### config.mk
export PLATFORM = sky130hd
export DESIGN_NAME = rv_mini_core
export DESIGN_NICKNAME = d
export VERILOG_FILES = /design/src/rv_isa_pkg.sv /design/src/mem_map_pkg.sv /design/src/rv_mini_core.sv
export SDC_FILE = /design/constraint.sdc
export NUM_CORES = 2
export LEC_CHECK = 0
export BUFFER_PORTS_ARGS = -buffer_cell sky130_fd_sc_hd__buf_2
export CORE_AREA = 2 2 454 456
export CTS_BUF_LIST = sky130_fd_sc_hd__clkbuf_4
export DETAILED_ROUTE_END_ITERATION = 6
export DIE_AREA = 0 0 456 458
export PLACE_DENSITY = 0.53
export SLEW_MARGIN = 20
export SYNTH_ARGS = -nofsm -noshare
export SYNTH_HDL_FRONTEND = slang
export SYNTH_SLANG_ARGS = --single-unit
export TNS_END_PERCENT = 30
### constraint.sdc
create_clock -name clk_i -period 12.76 [get_ports clk_i]
set_input_delay 1.276 -clock clk_i [delete_from_list [all_inputs] [get_ports clk_i]]
set_output_delay 1.276 -clock clk_i [all_outputs]
set_load 0.01 [all_outputs]
### src/rv_isa_pkg.sv
//******************************
// RV32I subset encodings
//******************************

package rv_isa_pkg;

    // instruction field types
    typedef logic [4:0] reg_idx_t;
    typedef logic [6:0] opcode_t;
    typedef logic [2:0] funct3_t;
    typedef logic [6:0] funct7_t;

    // major opcodes
    localparam opcode_t OPC_LUI    = 7'b0110111;
    localparam opcode_t OPC_OPIMM  = 7'b0010011;
    localparam opcode_t OPC_OP     = 7'b0110011;
    localparam opcode_t OPC_LOAD   = 7'b0000011;
    localparam opcode_t OPC_STORE  = 7'b0100011;
    localparam opcode_t OPC_BRANCH = 7'b1100011;
    localparam opcode_t OPC_JAL    = 7'b1101111;

    // funct3 / funct7 selectors
    localparam funct3_t F3_BEQ = 3'b000;
    localparam funct3_t F3_BNE = 3'b001;
    localparam funct3_t F3_LW  = 3'b010;
    localparam funct3_t F3_SW  = 3'b010;
    localparam funct7_t F7_SUB = 7'b0100000;

    // multi-cycle core sequencing
    typedef enum logic [2:0] {
        S_IDLE,
        S_FETCH,
        S_DECODE,
        S_EXEC,
        S_MEM,
        S_TRAP
    } core_state_e;

endpackage

### src/mem_map_pkg.sv
//******************************
// Memory map
//******************************

package mem_map_pkg;

    typedef logic [31:0] word_t;
    typedef logic [31:0] addr_t;

    // 1024 words of RAM starting at address zero
    localparam int RAM_ADDR_WIDTH = 10;
    localparam int RAM_WORDS      = 1 << RAM_ADDR_WIDTH;

    typedef logic [RAM_ADDR_WIDTH-1:0] ram_idx_t;

    // first fetch after enable
    localparam addr_t BOOT_ADDR = 32'h0000_0000;

    // pseudo peripherals
    localparam addr_t STDOUT_ADDR = 32'h1000_0000;
    localparam addr_t RESULT_ADDR = 32'h2000_0000;
    localparam addr_t EXIT_ADDR   = 32'h2000_0004;

endpackage

### src/rv_mini_core.sv
//******************************
// Multi-cycle RV32I subset core
//******************************
`timescale 1ns/1ps

module rv_mini_core
    import rv_isa_pkg::*;
    import mem_map_pkg::*;
(
    input  logic  clk_i,
    input  logic  rst_n_i,

    input  logic  fetch_enable_i,

    // instruction fetch
    output logic  instr_req_o,
    output addr_t instr_addr_o,
    input  logic  instr_rvalid_i,
    input  word_t instr_rdata_i,

    // data access
    output logic  data_req_o,
    output logic  data_we_o,
    output addr_t data_addr_o,
    output word_t data_wdata_o,
    input  logic  data_rvalid_i,
    input  word_t data_rdata_i,

    output logic  trap_o
);

    core_state_e state_q;
    addr_t       pc_q;
    addr_t       pc_plus4;
    addr_t       pc_next;

    // x1..x31, x0 is never stored
    word_t rf [1:31];

    // latched instruction and operands
    word_t instr_q;
    word_t rs1_val_q;
    word_t rs2_val_q;

    // fields of the word arriving from the fetch port
    opcode_t  fetch_opcode;
    funct3_t  fetch_funct3;
    reg_idx_t fetch_rs1;
    reg_idx_t fetch_rs2;

    // fields of the latched instruction
    opcode_t  opcode;
    funct3_t  funct3;
    funct7_t  funct7;
    reg_idx_t rd;

    word_t imm_i;
    word_t imm_s;
    word_t imm_b;
    word_t imm_u;
    word_t imm_j;

    logic  is_load;
    logic  is_store;
    logic  is_mem;
    logic  branch_taken;
    logic  rf_we;
    word_t rf_wdata;
    word_t exec_result;

    function automatic word_t rf_read(reg_idx_t idx);
        word_t val;
        if (idx == '0) begin
            val = '0;
        end else begin
            val = rf[idx];
        end
        return val;
    endfunction

    function automatic logic is_supported(opcode_t opc, funct3_t f3);
        logic ok;
        case (opc)
            OPC_LUI, OPC_OPIMM, OPC_OP, OPC_JAL: ok = 1'b1;
            OPC_BRANCH: ok = (f3 == F3_BEQ) || (f3 == F3_BNE);
            OPC_LOAD:   ok = (f3 == F3_LW);
            OPC_STORE:  ok = (f3 == F3_SW);
            default:    ok = 1'b0;
        endcase
        return ok;
    endfunction

    assign fetch_opcode = instr_rdata_i[6:0];
    assign fetch_funct3 = instr_rdata_i[14:12];
    assign fetch_rs1    = instr_rdata_i[19:15];
    assign fetch_rs2    = instr_rdata_i[24:20];

    assign opcode = instr_q[6:0];
    assign rd     = instr_q[11:7];
    assign funct3 = instr_q[14:12];
    assign funct7 = instr_q[31:25];

    // immediate formats
    assign imm_i = {{20{instr_q[31]}}, instr_q[31:20]};
    assign imm_s = {{20{instr_q[31]}}, instr_q[31:25], instr_q[11:7]};
    assign imm_b = {{19{instr_q[31]}}, instr_q[31], instr_q[7],
                    instr_q[30:25], instr_q[11:8], 1'b0};
    assign imm_u = {instr_q[31:12], 12'b0};
    assign imm_j = {{11{instr_q[31]}}, instr_q[31], instr_q[19:12],
                    instr_q[20], instr_q[30:21], 1'b0};

    assign is_load  = (opcode == OPC_LOAD);
    assign is_store = (opcode == OPC_STORE);
    assign is_mem   = is_load || is_store;

    assign branch_taken = ((funct3 == F3_BEQ) && (rs1_val_q == rs2_val_q)) ||
                          ((funct3 == F3_BNE) && (rs1_val_q != rs2_val_q));

    assign pc_plus4 = pc_q + 32'd4;

    // execute stage result and next pc
    always_comb begin
        exec_result = '0;
        pc_next     = pc_plus4;
        case (opcode)
            OPC_LUI:   exec_result = imm_u;
            OPC_OPIMM: exec_result = rs1_val_q + imm_i;
            OPC_OP: begin
                if (funct7 == F7_SUB) begin
                    exec_result = rs1_val_q - rs2_val_q;
                end else begin
                    exec_result = rs1_val_q + rs2_val_q;
                end
            end
            OPC_BRANCH: begin
                if (branch_taken) begin
                    pc_next = pc_q + imm_b;
                end
            end
            OPC_JAL: begin
                exec_result = pc_plus4;
                pc_next     = pc_q + imm_j;
            end
            default: exec_result = '0;
        endcase
    end

    // branches and stores never write back
    assign rf_we = ((state_q == S_EXEC) && !is_mem && (opcode != OPC_BRANCH)) ||
                   ((state_q == S_MEM) && is_load && data_rvalid_i);
    assign rf_wdata = (state_q == S_MEM) ? data_rdata_i : exec_result;

    always_ff @(posedge clk_i or negedge rst_n_i) begin
        if (!rst_n_i) begin
            state_q <= S_IDLE;
            pc_q    <= BOOT_ADDR;
        end else begin
            case (state_q)
                S_IDLE: begin
                    if (fetch_enable_i) begin
                        pc_q    <= BOOT_ADDR;
                        state_q <= S_FETCH;
                    end
                end
                S_FETCH: state_q <= S_DECODE;
                S_DECODE: begin
                    if (instr_rvalid_i) begin
                        if (is_supported(fetch_opcode, fetch_funct3)) begin
                            state_q <= S_EXEC;
                        end else begin
                            state_q <= S_TRAP;
                        end
                    end
                end
                S_EXEC: begin
                    if (is_mem) begin
                        state_q <= S_MEM;
                    end else begin
                        pc_q    <= pc_next;
                        state_q <= S_FETCH;
                    end
                end
                S_MEM: begin
                    if (data_rvalid_i) begin
                        pc_q    <= pc_plus4;
                        state_q <= S_FETCH;
                    end
                end
                // stuck until reset
                S_TRAP:  state_q <= S_TRAP;
                default: state_q <= S_IDLE;
            endcase
        end
    end

    // instruction latch, operand read and register write back
    always_ff @(posedge clk_i) begin
        if ((state_q == S_DECODE) && instr_rvalid_i) begin
            instr_q   <= instr_rdata_i;
            rs1_val_q <= rf_read(fetch_rs1);
            rs2_val_q <= rf_read(fetch_rs2);
        end
        if (rf_we && (rd != '0)) begin
            rf[rd] <= rf_wdata;
        end
    end

    assign instr_req_o  = (state_q == S_FETCH);
    assign instr_addr_o = pc_q;

    assign data_req_o   = (state_q == S_EXEC) && is_mem;
    assign data_we_o    = (state_q == S_EXEC) && is_store;
    assign data_addr_o  = rs1_val_q + (is_store ? imm_s : imm_i);
    assign data_wdata_o = rs2_val_q;

    assign trap_o = (state_q == S_TRAP);

endmodule

# == Word level (Yosys, flattened, before mapping) ==
# Memories as Yosys holds them, arrays and structs flattened. A register that Yosys moved wholly into a read port is not among the register bits.
# Index checks and enable logic that the tools add are counted.
# op_classes
addsub,7
n_reduce_logical,26
n_mux,21
n_eq_ne,30
# ops
op,n
32-bit two-way mux,6
32-bit adder,5
32-bit one-hot mux with 4 select lines,1
32-bit one-hot mux with 3 select lines,1
32-bit one-hot mux with 2 select lines,1
7-bit by 6-bit == test with 1-bit output (second input constant),7
32-bit by 3-bit adder with 32-bit output (second input constant),1
32-bit == test,1
32-bit != test,1
32-bit subtractor,1
7-bit == test (second input constant),4
3-bit one-hot mux with 6 select lines,1
3-bit two-way mux,5
7-bit by 2-bit == test with 1-bit output (second input constant),2
7-bit by 5-bit == test with 1-bit output (second input constant),2
1-bit logical AND,10
5-bit zero test,2
3-bit by 1-bit == test with 1-bit output (second input constant),3
3-bit by 2-bit == test with 1-bit output (second input constant),3
3-bit zero test,3
2-bit != test (second input constant),4
7-bit != test (second input constant),1
3-bit == test (second input constant),2
5-bit two-way mux,1
10 further kinds,16
# word_totals
word_cells,88
inputBits,69
mem_bits_rw,992
ff_bits,67
mem_count,1
# memory_table
name,words,word_bits,read_ports,rd_ports_with_merged_regs,wr,line_no,source
rf,31,32,2,2,1,rv_mini_core.sv:38,word_t rf [1:31];

# == Longest topological paths before layout ==
# depth
ltp_word,9
mapped_depth,18

# == Worst setup path before layout ==
# No wires, ideal clock.
# synth_timing
kind,input -> register
startpoint,input instr_rvalid_i
endpoint,"register rs2_val_q[0], in the netlist data_wdata_o[0], read port of rf (enable)"
slack_ns,0.885
required_time_ns,11.939
setup_time_ns,0.821
cell_stages,2
arrival_time_ns,11.054
cell_sequence,inv_1 -> nor4b_1
# synth_via
elab_chain_cells,1
# synth_lines
item,line_no,source
from (decl),rv_mini_core.sv:18,"input logic instr_rvalid_i,"
1-bit logical AND,rv_mini_core.sv:198,if ((state_q == S_DECODE) && instr_rvalid_i) begin
to (decl),rv_mini_core.sv:43,word_t rs2_val_q;
# Every way passes these cells.
# A chain may end at the register's enable or synchronous reset.

# == Worst setup path in the final report ==
# layout_timing
startpoint,register instr_q[3]
endpoint,output data_addr_o[26]
# layout_via
elab_chain_cells,3
# layout_lines
item,line_no,source
from (decl),rv_mini_core.sv:41,word_t instr_q;
from (signal assigned),rv_mini_core.sv:199,instr_q <= instr_rdata_i;
7-bit by 6-bit == test with 1-bit output,rv_mini_core.sv:113,assign is_store = (opcode == OPC_STORE);
5-bit two-way mux,rv_mini_core.sv:213,assign data_addr_o = rs1_val_q + (is_store ? imm_s : imm_i);
32-bit adder,rv_mini_core.sv:213,
to (decl),rv_mini_core.sv:24,"output addr_t data_addr_o,"
# Every way passes these cells.

==> out/metrics.cfg <==
[setup_path]
critical_path_class=flop to output pin
required_ns=11.48
reg2reg_from=state_q[2]
cp-end-kind=output pin
worst_path_largest_cell_delay_ns=0.70
crit_start=instr_q[3]
cp-start-kind=flop
crit_fanout=7
worst_path_most_repeated_cell=a21oi_1
slowest_stage=a21oi_1
path_cells=nor3_1 -> nand3_1 -> mux2_2 -> ha_1 -> inv_1 -> fa_1 -> inv_1 -> a21oi_1 -> o21bai_1 -> a21oi_1 -> o21ai_0 -> a21oi_1 -> o21ai_0 -> a21boi_0 -> buf_4 -> inv_1 -> a21oi_1 -> xnor2_1 -> buf_2
worst_ep_arrival_time_ns=5.98

[clock_tree]
root_buffer=clkbuf_4
cts_buffers=313
cts_tree=built
cts.sinks=1122
htree_levels=5
cts_setup_buffers=0
clkLatencyLatePin_ns=1.36
cts.path.max_buffers=4
clk_pin_slew_ns=0.07
cts_resized=0

[power_and_ir_drop]
vdd_ir_drop_max_mv=0.0817
power_density_nw_per_um2=142
leakagePower_nw=24.2

[synth]
synthTopCellsByArea=edfxtp_1 (54%), mux4_2 (18%), ha_1 (2.9%), mux2i_1 (2.5%), a21oi_1 (2.4%)
synth_seq_area_share=0.551
netlist-cell-type-count=92
synth.top_cell.area_share=0.537
ys_warn_count=0
synthFlopType=edfxtp_1
synth-seq-cells=1122
syn_nets=4362
yosys.area.top_type=edfxtp_1
synth_edf_count=1088
synthesis.area_sq_um=60800
syn_inst=4145
syn_avg_cell_area_sq_um=14.7
synthArstFlopShare=0.0303
synth_common_cells=edfxtp_1 (1088), mux4_2 (490), a21oi_1 (286), nor2_1 (249), o21ai_0 (186)
synth_most_common_cell=edfxtp_1

[detailed_routing]
dr_total_vias=42207
wire_per_inst_um=30.4
dr.pass1.iters=6
drc=0
drtIter0Drc=5197
routed_wl_mm=223
ant_nets=0
via_per_inst=5.76

[timing]
rsz0062_at_grt=no
finalSetupTns_ns=0
max_freq_mhz=138
fin_worst_skew_ns=0.110
finalCriticalPeriod_ns=7.26
finalCritPeriodShare=0.569
setup_violations=0
final_max_slew_viol_count=0
max-slew-margin-rel=0.275
worstMarginPinSlew_ns=1.09
final-hold-violation-count=0

[global_routing]
use_met1=0.269
top_usage_layer=met2
antenna_found_initial=8
grt-ovfl-total=0
grtUsageMet3=0.0400
grt_first_pass_wirelength_mm=312
gr-usage-met2=0.345
grtUsageTotal=0.208
grt_max_degree=125
grt_pass1_vias=42106

[finish]
layoutNonFillerInstCount=7327
num-nets-final=4660
area_growth_pct=13.0
final_area_sq_um=68700
drive_gt1_frac=0.302

[floorplan]
start_util=0.299
fp.dieArea_sq_um=209000
fp.coreArea_sq_um=204000
die_w_um=456
rows=166
pin_count=169
fp.dieH_um=458

[worst_hold_path]
hp-class=primary input to asynchronous set/reset pin

[status]
status=complete, no violations

[placement]
finalWeightedCongestion=0.933
dpl_cell_area_sq_um=65100
numPortBuffers=167
dp_cells=6815
dpl.hpwl_mm=135

[run]
drv_cap=0

## state kept, by name, indices dropped and copies added, names as in the netlist
register and flops:
state_q 3, instr_q 32, data_wdata_o 32, instr_addr_o 31
rf 992, rs1_val_q 32
## cells by family after synthesis
| logic type | after synthesis | synth area share |
|---|---|---|
| and+or+nand+nor | 717 | 0.0553 |
| DFF | 1122 | 0.551 |
| buffers and inverters | 399 | 0.0272 |
| other | 1 | 0.0000617 |
| AOI/OAI and AO/OA | 903 | 0.0954 |
| adders and majority gates | 148 | 0.0312 |
| muxes | 707 | 0.218 |
| xor gates and xnor gates | 148 | 0.0213 |
## timing repair
| item | 4_1_cts | 5_1_grt |
|---|---|---|
| endpoints found under the hold margin | 1 | 0 |
| endpoints found under the setup margin | 0 | 0 |
| hold buffers | 1 | 0 |
## power breakdown
group / switching (mW) / total [mW] / internal, mW
registers: 0.172 / 4.41 / 4.24
clock network: 1.53 / 3.14 / 1.61
logic: 1.45 / 2.19 / 0.739
total: 3.15 / 9.74 / 6.59
## final timing paths
path,to,slack [ns],depth (start not counted)
min,instr_addr_o[4],0.12,1
max in group asynchronous,instr_addr_o[25],11.95,1
min in group clk_i,instr_q[28],0.13,1
min reg2reg,instr_addr_o[24],0.66,2
max,data_addr_o[26],5.50,19
max reg2reg,rf[15][25],7.81,9
## final cells by class
class / instances / area, sq um
Tap cell: 2688 / 3360
Multi-Input combinational cell: 2624 / 26100
Antenna cell: 16 / 40.0
Inverter: 104 / 390
Timing Repair Buffer: 278 / 1780
Clock buffer: 441 / 3310
Clock inverter: 54 / 270
Sequential cell: 1122 / 33500
Fill cell: 19887 / 135000
## per-layer routing
layer  wire length [um]  vias up  share of wire
met5                  0        -              0
met4               8960        0          0.040
met3              17500      417          0.079
met2             107000     2253           0.48
met1              88900    21941           0.40
li1                   -    17596              -
## critical path: cells and delay by family (launching register included)
kind	cells	cell delay (ns)
compound gates	8	2.06
xor+xnor	1	0.14
fa+ha+maj	2	0.42
buf+inv	5	0.51
flops	1	0.45
mux	1	0.38
simple gates	2	0.67
## stage by stage
stage | power, mW | util | hold WS [ns] | setup slack, ns
2_1_floorplan | 5.81 | - | 0.575 | 0.885
3_3_place_gp | 6.63 | 0.319 | 0.647 | 6.86
3_5_place_dp | 6.64 | 0.319 | 0.649 | 6.86
4_1_cts | 9.80 | 0.337 | 0.00584 | 5.34
5_1_grt | 10.2 | 0.337 | 0.0384 | 5.08
6_report | 9.74 | 0.337 | 0.121 | 5.50
## layout by cell type (no fill, tap or decap), types with 24 or more instances in the layout
| cell type | count |
|---|---|
| nor2_1 | 237 |
| buf_2 | 157 |
| nand3_1 | 51 |
| o221ai_1 | 37 |
| a21oi_1 | 284 |
| a221oi_1 | 73 |
| clkinv_1 | 36 |
| mux2_2 | 63 |
| o22ai_1 | 26 |
| xor2_1 | 50 |
| mux4_2 | 490 |
| a21o_1 | 46 |
| ha_1 | 142 |
| inv_1 | 104 |
| o21ai_0 | 171 |
| dfrtp_1 | 34 |
| edfxtp_1 | 1088 |
| xnor2_1 | 98 |
| o21bai_1 | 34 |
| nor3_1 | 77 |
| buf_4 | 111 |
| nand2_1 | 151 |
| clkbuf_4 | 441 |
| mux2i_1 | 154 |
| nor2b_1 | 24 |
Power figures use the tool's default switching activity.
